File: src/logic/cpu_glue_pkg.sv
package cpu_glue_pkg;

    // Datapath widths
    typedef logic [31:0] addr_t;
    typedef logic [31:0] word_t;
    typedef logic [4:0]  reg_id_t;
    typedef logic [3:0]  wb_en_t;

    // Size code on the uncached data bus
    typedef logic [2:0]  xfer_size_t;

    // Memory operation of the instruction in execute
    typedef enum logic [2:0] {
        LS_NONE   = 3'd0,
        LS_BYTE   = 3'd1,
        LS_HALF   = 3'd2,
        LS_WORD   = 3'd3,
        LS_LINKED = 3'd4
    } ls_kind_t;

    localparam xfer_size_t SIZE_BYTE = 3'b000;
    localparam xfer_size_t SIZE_HALF = 3'b001;
    localparam xfer_size_t SIZE_WORD = 3'b010;

    // Core reset outlasts the external one by this many cycles
    localparam int RESET_HOLD_CYCLES = 128;
    localparam int RESET_CNT_W       = $clog2(RESET_HOLD_CYCLES);

    // Fetches to complete before the instruction cache is trusted
    localparam int WARMUP_FETCHES = 3;
    localparam int WARMUP_CNT_W   = $clog2(WARMUP_FETCHES + 1);

    typedef logic [WARMUP_CNT_W-1:0] warmup_cnt_t;

    localparam wb_en_t WB_EN_ALL = 4'b1111;

endpackage

File: src/logic/reset_stretcher.sv
`timescale 1ns/10ps

module reset_stretcher (
    input  logic Clk,
    input  logic Myreset,
    output logic o_core_reset
);

    logic                                core_hold;
    logic [cpu_glue_pkg::RESET_CNT_W-1:0] hold_cnt;

    // Count from the first edge with the external reset released
    always_ff @(posedge Clk) begin
        if (Myreset) begin
            core_hold <= 1'b1;
            hold_cnt  <= '0;
        end else if (core_hold) begin
            hold_cnt <= hold_cnt + 1'b1;
            // Last count, release on this edge
            if (&hold_cnt) begin
                core_hold <= 1'b0;
            end
        end
    end

    assign o_core_reset = Myreset | core_hold;

endmodule

File: src/logic/icache_warmup.sv
`timescale 1ns/10ps

module icache_warmup (
    input  logic Clk,
    input  logic i_core_reset,
    input  logic i_inst_data_ok,
    input  logic i_dcache_close,
    output logic o_cache_bypass
);

    logic                      icache_close;
    cpu_glue_pkg::warmup_cnt_t fetch_cnt;

    always_ff @(posedge Clk) begin
        if (i_core_reset) begin
            icache_close <= 1'b1;
            fetch_cnt    <= cpu_glue_pkg::warmup_cnt_t'(cpu_glue_pkg::WARMUP_FETCHES);
        end else begin
            if (i_inst_data_ok && fetch_cnt != '0) begin
                fetch_cnt <= fetch_cnt - 1'b1;
            end
            // Opens one edge after the count is spent
            if (fetch_cnt == '0) begin
                icache_close <= 1'b0;
            end
        end
    end

    // Data-cache close from CP0 also forces bypass
    assign o_cache_bypass = icache_close | i_dcache_close;

endmodule

File: src/logic/data_req_router.sv
`timescale 1ns/10ps

module data_req_router (
    input  cpu_glue_pkg::ls_kind_t   i_ls_kind,
    input  logic                     i_ls_store,
    input  logic                     i_uncached,
    input  logic                     i_exception,
    output logic                     o_dcache_read,
    output logic                     o_dcache_write,
    output logic                     o_dsram_read,
    output logic                     o_dsram_write,
    output cpu_glue_pkg::xfer_size_t o_dsram_size
);

    logic is_mem;
    logic req_read;
    logic req_write;

    assign is_mem = (i_ls_kind != cpu_glue_pkg::LS_NONE);

    // Pending exception kills the request before it reaches memory
    assign req_read  = is_mem & ~i_ls_store & ~i_exception;
    assign req_write = is_mem & i_ls_store & ~i_exception;

    assign o_dcache_read  = req_read & ~i_uncached;
    assign o_dcache_write = req_write & ~i_uncached;
    assign o_dsram_read   = req_read & i_uncached;
    assign o_dsram_write  = req_write & i_uncached;

    always_comb begin
        case (i_ls_kind)
            cpu_glue_pkg::LS_WORD,
            cpu_glue_pkg::LS_LINKED: o_dsram_size = cpu_glue_pkg::SIZE_WORD;
            cpu_glue_pkg::LS_HALF:   o_dsram_size = cpu_glue_pkg::SIZE_HALF;
            default:                 o_dsram_size = cpu_glue_pkg::SIZE_BYTE;
        endcase
    end

endmodule

File: src/logic/writeback_stage.sv
`timescale 1ns/10ps

module writeback_stage (
    input  logic                  Clk,
    input  logic                  i_core_reset,
    input  logic                  i_mem_stall,
    input  logic                  i_flush,
    input  logic                  i_exception,
    input  cpu_glue_pkg::addr_t   i_wb_pc,
    input  cpu_glue_pkg::word_t   i_wb_data,
    input  cpu_glue_pkg::reg_id_t i_wb_reg,
    input  logic                  i_wb_wen,
    output cpu_glue_pkg::addr_t   o_debug_pc,
    output cpu_glue_pkg::word_t   o_debug_wdata,
    output cpu_glue_pkg::reg_id_t o_debug_wnum,
    output cpu_glue_pkg::wb_en_t  o_debug_wen
);

    cpu_glue_pkg::addr_t   wb_pc_q;
    cpu_glue_pkg::word_t   wb_data_q;
    cpu_glue_pkg::reg_id_t wb_reg_q;
    logic                  wb_wen_q;
    logic                  retire;

    // Retiring instruction, frozen while memory stalls
    always_ff @(posedge Clk) begin
        if (i_core_reset) begin
            wb_pc_q   <= '0;
            wb_data_q <= '0;
            wb_reg_q  <= '0;
            wb_wen_q  <= 1'b0;
        end else if (!i_mem_stall) begin
            wb_pc_q   <= i_wb_pc;
            wb_data_q <= i_wb_data;
            wb_reg_q  <= i_wb_reg;
            wb_wen_q  <= i_wb_wen;
        end
    end

    // A stalled write only counts when an exception retires it
    assign retire = wb_wen_q & (~i_mem_stall | i_exception) & ~i_flush;

    // Flush hides the held entry without losing it
    assign o_debug_pc    = i_flush ? '0 : wb_pc_q;
    assign o_debug_wdata = i_flush ? '0 : wb_data_q;
    assign o_debug_wnum  = i_flush ? '0 : wb_reg_q;
    assign o_debug_wen   = retire ? cpu_glue_pkg::WB_EN_ALL : '0;

endmodule

File: src/logic/cpu_glue_top.sv
`timescale 1ns/10ps

module cpu_glue_top (
    input  logic                     Clk,
    input  logic                     Myreset,
    input  logic                     i_inst_data_ok,
    input  logic                     i_dcache_close,
    input  cpu_glue_pkg::ls_kind_t   i_ls_kind,
    input  logic                     i_ls_store,
    input  logic                     i_uncached,
    input  logic                     i_exception,
    input  logic                     i_mem_stall,
    input  logic                     i_flush,
    input  cpu_glue_pkg::addr_t      i_wb_pc,
    input  cpu_glue_pkg::word_t      i_wb_data,
    input  cpu_glue_pkg::reg_id_t    i_wb_reg,
    input  logic                     i_wb_wen,
    output logic                     o_core_reset,
    output logic                     o_cache_bypass,
    output logic                     o_dcache_read,
    output logic                     o_dcache_write,
    output logic                     o_dsram_read,
    output logic                     o_dsram_write,
    output cpu_glue_pkg::xfer_size_t o_dsram_size,
    output cpu_glue_pkg::addr_t      o_debug_pc,
    output cpu_glue_pkg::word_t      o_debug_wdata,
    output cpu_glue_pkg::reg_id_t    o_debug_wnum,
    output cpu_glue_pkg::wb_en_t     o_debug_wen
);

    logic core_reset;

    assign o_core_reset = core_reset;

    reset_stretcher u_reset_stretcher (
        .Clk          (Clk),
        .Myreset      (Myreset),
        .o_core_reset (core_reset)
    );

    icache_warmup u_icache_warmup (
        .Clk            (Clk),
        .i_core_reset   (core_reset),
        .i_inst_data_ok (i_inst_data_ok),
        .i_dcache_close (i_dcache_close),
        .o_cache_bypass (o_cache_bypass)
    );

    // Request side, straight from execute
    data_req_router u_data_req_router (
        .i_ls_kind      (i_ls_kind),
        .i_ls_store     (i_ls_store),
        .i_uncached     (i_uncached),
        .i_exception    (i_exception),
        .o_dcache_read  (o_dcache_read),
        .o_dcache_write (o_dcache_write),
        .o_dsram_read   (o_dsram_read),
        .o_dsram_write  (o_dsram_write),
        .o_dsram_size   (o_dsram_size)
    );

    writeback_stage u_writeback_stage (
        .Clk           (Clk),
        .i_core_reset  (core_reset),
        .i_mem_stall   (i_mem_stall),
        .i_flush       (i_flush),
        .i_exception   (i_exception),
        .i_wb_pc       (i_wb_pc),
        .i_wb_data     (i_wb_data),
        .i_wb_reg      (i_wb_reg),
        .i_wb_wen      (i_wb_wen),
        .o_debug_pc    (o_debug_pc),
        .o_debug_wdata (o_debug_wdata),
        .o_debug_wnum  (o_debug_wnum),
        .o_debug_wen   (o_debug_wen)
    );

endmodule

File: config.mk
export PLATFORM = sky130hd
export DESIGN_NAME = cpu_glue_top
export DESIGN_NICKNAME = d
export VERILOG_FILES = /design/src/logic/cpu_glue_pkg.sv /design/src/logic/reset_stretcher.sv /design/src/logic/icache_warmup.sv /design/src/logic/data_req_router.sv /design/src/logic/writeback_stage.sv /design/src/logic/cpu_glue_top.sv
export SDC_FILE = /design/constraint.sdc
export NUM_CORES = 1
export LEC_CHECK = 0
export ABC_AREA = 0
export BUFFER_PORTS_ARGS = -buffer_cell sky130_fd_sc_hd__buf_2
export CAP_MARGIN = 20
export CORE_AREA = 2 2 91 93
export DETAILED_ROUTE_END_ITERATION = 10
export DIE_AREA = 0 0 93 95
export GPL_ROUTABILITY_DRIVEN = 0
export GPL_TIMING_DRIVEN = 0
export PLACE_DENSITY = 0.77
export SLEW_MARGIN = 20
export SYNTH_ARGS = -nofsm -noshare
export SYNTH_HDL_FRONTEND = slang
export SYNTH_SLANG_ARGS = --single-unit
File: constraint.sdc
create_clock -name Clk -period 1.4 [get_ports Clk]
set_input_delay 0.21 -clock Clk [delete_from_list [all_inputs] [get_ports Clk]]
set_output_delay 0.21 -clock Clk [all_outputs]
set_load 0.02 [all_outputs]
=== Yosys cells after proc, flatten, opt, wreduce, memory -nomap -nowiden ===
Index checks and enable logic that the tools add are counted.

* Bits in read-only memories: 0
* Bits in registers: 81
* Memories: 0
* Input port bits: 82
* Output and inout port bits: 82
* Bits in writable memories: 0
* Bits in latches: 0

* Equal/unequal tests: 3
* Muxes and demuxes: 7
* Order comparisons: 0
* Bitwise operators: 18
* Div/mod/pow operators: 0
* Multiply operators: 0
* Shift operators: 0
* Reductions and logical operators: 6
* $add $sub $neg: 2

{| class="wikitable"
|+ Operators by type and width
! kind !! count
|-
| $mux W32 || 2
|-
| $and A1 B1 Y1 || 10
|-
| $add A7 B1 Y7 const B || 1
|-
| $reduce_and A7 Y1 || 1
|-
| $eq A3 B2 Y1 const B || 2
|-
| $mux W5 || 1
|-
| $not A1 Y1 || 5
|-
| $mux W4 || 1
|-
| $pmux W2 S2 || 1
|-
| $eq A3 B3 Y1 const B || 1
|-
| $or A1 B1 Y1 || 3
|-
| $reduce_bool A3 Y1 || 1
|-
| $logic_not A2 Y1 || 1
|-
| $mux W1 || 2
|-
| $reduce_bool A2 Y1 || 1
|-
| $reduce_or A2 Y1 || 1
|-
| $sub A2 B1 Y2 const B || 1
|-
| $logic_and A1 B1 Y1 || 1
|}

=== Depth between registers and ports, before layout ===
* Depth after elaboration: 5
* Gate-level depth with buffers: 5
* Depth with buffers taken out: 5

=== By module ===
Synthesis repeated with hierarchy kept, for this count alone.

* Cell total of the unflattened synthesis: 372
* Area total of the unflattened synthesis: 3588.4 µm²

{| class="wikitable"
|+ By module, submodules not included
! module !! cells an instance !! times used !! sequential area each (µm²) !! area each (µm²)
|-
| writeback_stage || 308 || 1 || 1401.3 || 3021.6
|-
| reset_stretcher || 36 || 1 || 160.2 || 337.8
|-
| icache_warmup || 16 || 1 || 60.1 || 151.4
|-
| data_req_router || 12 || 1 || 0.0 || 77.6
|}

=== Least setup slack after synthesis ===
OpenSTA, ideal clock, no wires.

* Kind: in2out
* Start point: input i_ls_kind[2]
* End point: output o_dcache_write
* Required time: 1.190 ns
* Path slack: 0.181 ns
* Data arrival time: 1.009 ns
* Stages: 2
* Cells stage by stage: nor3_1 nor4b_1

* Cells in the longest elaborated chain, start to end: 4

{| class="wikitable"
|+ Ends and longest elaborated chain
! item !! line !! RTL
|-
| start: declaration || cpu_glue_top.sv:8 || <nowiki>input cpu_glue_pkg::ls_kind_t i_ls_kind,</nowiki>
|-
| $reduce_bool A3 Y1 || data_req_router.sv:19 || <nowiki>assign is_mem = (i_ls_kind != cpu_glue_pkg::LS_NONE);</nowiki>
|-
| $and A1 B1 Y1 (2 in a row) || data_req_router.sv:23 || <nowiki>assign req_write = is_mem & i_ls_store & ~i_exception;</nowiki>
|-
| $and A1 B1 Y1 || data_req_router.sv:26 || <nowiki>assign o_dcache_write = req_write & ~i_uncached;</nowiki>
|-
| end: declaration || cpu_glue_top.sv:21 || <nowiki>output logic o_dcache_write,</nowiki>
|}

No other way between the ends.

=== Final worst setup path ===
* Start point: register u_writeback_stage.wb_wen_q
* End point: output o_debug_wen[1]

* Cells in the longest elaborated chain, start to end: 3

{| class="wikitable"
|+ Ends and longest elaborated chain
! item !! line !! RTL
|-
| start: declaration || writeback_stage.sv:22 || <nowiki>logic wb_wen_q;</nowiki>
|-
| start signal: assignment || writeback_stage.sv:36 || <nowiki>wb_wen_q <= i_wb_wen;</nowiki>
|-
| $and A1 B1 Y1 (2 in a row) || writeback_stage.sv:41 || <nowiki>assign retire = wb_wen_q & (~i_mem_stall | i_exception) & ~i_flush;</nowiki>
|-
| via u_writeback_stage.retire || writeback_stage.sv:23 || <nowiki>logic retire;</nowiki>
|-
| $mux W4 || writeback_stage.sv:47 || <nowiki>assign o_debug_wen = retire ? cpu_glue_pkg::WB_EN_ALL : '0;</nowiki>
|-
| end: declaration || cpu_glue_top.sv:28 || <nowiki>output cpu_glue_pkg::wb_en_t o_debug_wen</nowiki>
|}

The timed path passes the listed nets, and every way through them passes these cells.

==> impl_metrics.tcl <==
set metrics [dict create \
    cts_buffers 9 \
    crit_type "reg -> out" \
    yosysWarnings 0 \
    synth.distinct_cells 29 \
    syn_area_per_cell_um2 9.44 \
    synthCells 369 \
    die_w_um 93 \
    routed_wl_um 8440 \
    tightest_slew_ps 536 \
    clk_path_buf_depth 2 \
    overflow 0 \
    irDropWorstVdd_uv 465 \
    finalHoldViolCount 0 \
    fmax_mhz 741 \
    synth_seq_area_share_pct 46.6 \
    cts_sinks 81 \
    clock_latency_ps 330 \
    reg2reg_to "u_reset_stretcher.hold_cnt[6]" \
    crit_end "o_debug_wen[1]" \
    tritoncts "yes" \
    fin_area_um2 4660 \
    io_pins 164 \
    required_ps 1190 \
    placed_cell_area_um2 4410 \
    maxCapViolations 0 \
    r2r_start "u_reset_stretcher.hold_cnt[0]" \
    via_per_inst 4.68 \
    via_count 3032 \
    n_fill_cell 722 \
    dieHeight_um 95 \
    hold_path_class "in -> reg" \
    ys_ff_latch 81 \
    initial_core_util_pct 43.9 \
    dieArea_um2 8840 \
    syn_nets 453 \
    fin_crit_sh_pct 96.4 \
    rrSetupSlack_ps 130 \
    r2r_cells 4 \
    grt_max_degree 17 \
    clkTransAtPathRegs_ps 80 \
    fin_crit_ps 1350 \
    power_mw 4.32 \
    antenna_found_initial 0 \
    holdBufCountCts 0 \
    ant_nets 0 \
    post_drt_wl_per_cell_um 13.0 \
    layout_commonest_cell "buf_2" \
    drc_errors 0 \
    grt_pass1_wl_um 13100 \
    synthToLayoutAreaGrowth_pct 33.8 \
    layout_common_cells "buf_2, dfxtp_1, nor2_1" \
    synth_top_flop_cell "dfxtp_1" \
    drive_gt1_share_pct 37.6 \
    startpoint "u_writeback_stage.wb_wen_q" \
    post-route-util_pct 58.8 \
    status "completed" \
    hpwlAfterDp_um 6350 \
    rows 33 \
    synth_area_um2 3480 \
    start_kind "flop" \
    grt_util_all_layers_pct 18.7 \
    path_max_fanout 4 \
    synthArstFlopShare_pct 0 \
    nNetsFinal 624 \
    drtIter0Drc 61 \
    htree_levels 3 \
    grt_setup_unrepaired "yes" \
    clockRootBuffer "clkbuf_8" \
    grt_pass1_vias 2833 \
    end_kind "primary output" \
    cellLeakagePower_nw 2.37 \
    first_pass_iters 4 \
    setup_viol 0 \
    fin_tns_setup_ps 0 \
    whs_ps 98.8 \
    maxSlewViolCount 0 \
    crit_arrival_ps 1140 \
    synth-edff-count 0 \
    powerDensity_nw_per_um2 927 \
    core_area_um2 7930 \
    n_antenna_cell 0 \
    skew_ps 7.14 \
    io_buffers 159 \
    timing.slew.headroom_pct 64.2 \
]
-- sequential cells by signal (all words and copies together) (netlist names) --
register / cells
u_writeback_stage.wb_data_q: 32
u_writeback_stage.wb_pc_q: 32
u_reset_stretcher.hold_cnt: 7
u_writeback_stage.wb_reg_q: 5
u_icache_warmup.fetch_cnt: 2
u_icache_warmup.icache_close: 1
u_reset_stretcher.core_hold: 1
u_writeback_stage.wb_wen_q: 1
-- per-stage QoR --
step,worst slack [ps],std cells
3_3_place_gp,-46.1,633
5_1_grt,-14.2,648
2_1_floorplan,181,369
6_report,51.0,648
4_1_cts,7.37,648
3_5_place_dp,-91.0,633
-- where the power goes --
group	switching (mW)	internal [mW]
Combinational	0.191	0.190
Clock	0.774	0.844
Sequential	0.00882	2.31
-- cell families (layout without fill, tap and decap cells) --
group | Yosys count | after routing | synth area share, %
fa+ha+maj | 2 | 2 | 0.719
xor+xnor | 5 | 5 | 1.26
compound gates | 8 | 8 | 1.26
flops | 81 | 81 | 46.6
other cells | 1 | 1 | 0.108
mux | 71 | 71 | 20.4
buf+inv | 33 | 207 | 4.85
simple gates | 168 | 168 | 24.8
-- worst max-delay path: stages (launching register included) --
cell	delay, ps
dfxtp_2	320
nor3b_4	230
buf_4	150
buf_6	100
-- synth_stat cells (2+ instances only) --
master	n	area share, %
a21oi_1	2	0.29
buf_2	15	2.2
buf_4	7	1.5
clkbuf_1	7	0.75
dfxtp_1	81	47
ha_1	2	0.72
inv_1	3	0.32
mux2i_1	71	20
nand2_1	6	0.65
nand2b_1	3	0.54
nand4_1	2	0.36
nor2_1	75	8.1
nor2b_1	70	13
nor3b_1	2	0.43
nor4b_1	2	0.50
o21ai_0	4	0.57
or3_1	2	0.36
xnor2_1	2	0.50
xor2_1	3	0.75
-- final cells by class --
type	count	area (µm²)	area share, %
multi-input cells	255	1720	36.8
flip-flops and latches	81	1620	34.8
repair buffers	161	838	18.0
plain buffers	28	149	3.20
clock buffers	10	138	2.95
well taps	105	131	2.82
clock inverters	4	45.0	0.967
inverters	4	20.0	0.430
-- metal layers --
layer	vias to the layer above	global-route usage, %	wire, µm
li1	1530	-	-
met1	1378	21.6	3560
met2	116	33.8	4100
met3	8	4.95	704
met4	0	6.25	74
met5	-	0	0
-- worst min path at each step --
| stage | from | to | slack [ps] | cells after the start |
|---|---|---|---|---|
| final | i_wb_data[12] | u_writeback_stage.wb_data_q[12] | 100 | 3 |
| after floorplan | i_wb_data[0] | u_writeback_stage.wb_data_q[0] | 350 | 2 |
| after detailed placement | i_wb_pc[1] | u_writeback_stage.wb_pc_q[1] | 450 | 3 |
| after CTS | i_wb_data[12] | u_writeback_stage.wb_data_q[12] | 80 | 3 |
| after global placement | i_wb_data[18] | u_writeback_stage.wb_data_q[18] | 440 | 3 |
| after global routing | i_wb_data[1] | u_writeback_stage.wb_data_q[1] | 90 | 3 |
-- what timing repair did --
action	CTS	global route
endpoints found under the setup margin	5	7
setup buffers	2	0
cloned	0	0
gates resized for setup	10	7
pin swaps	1	0
(Power assumes the default switching activity.)
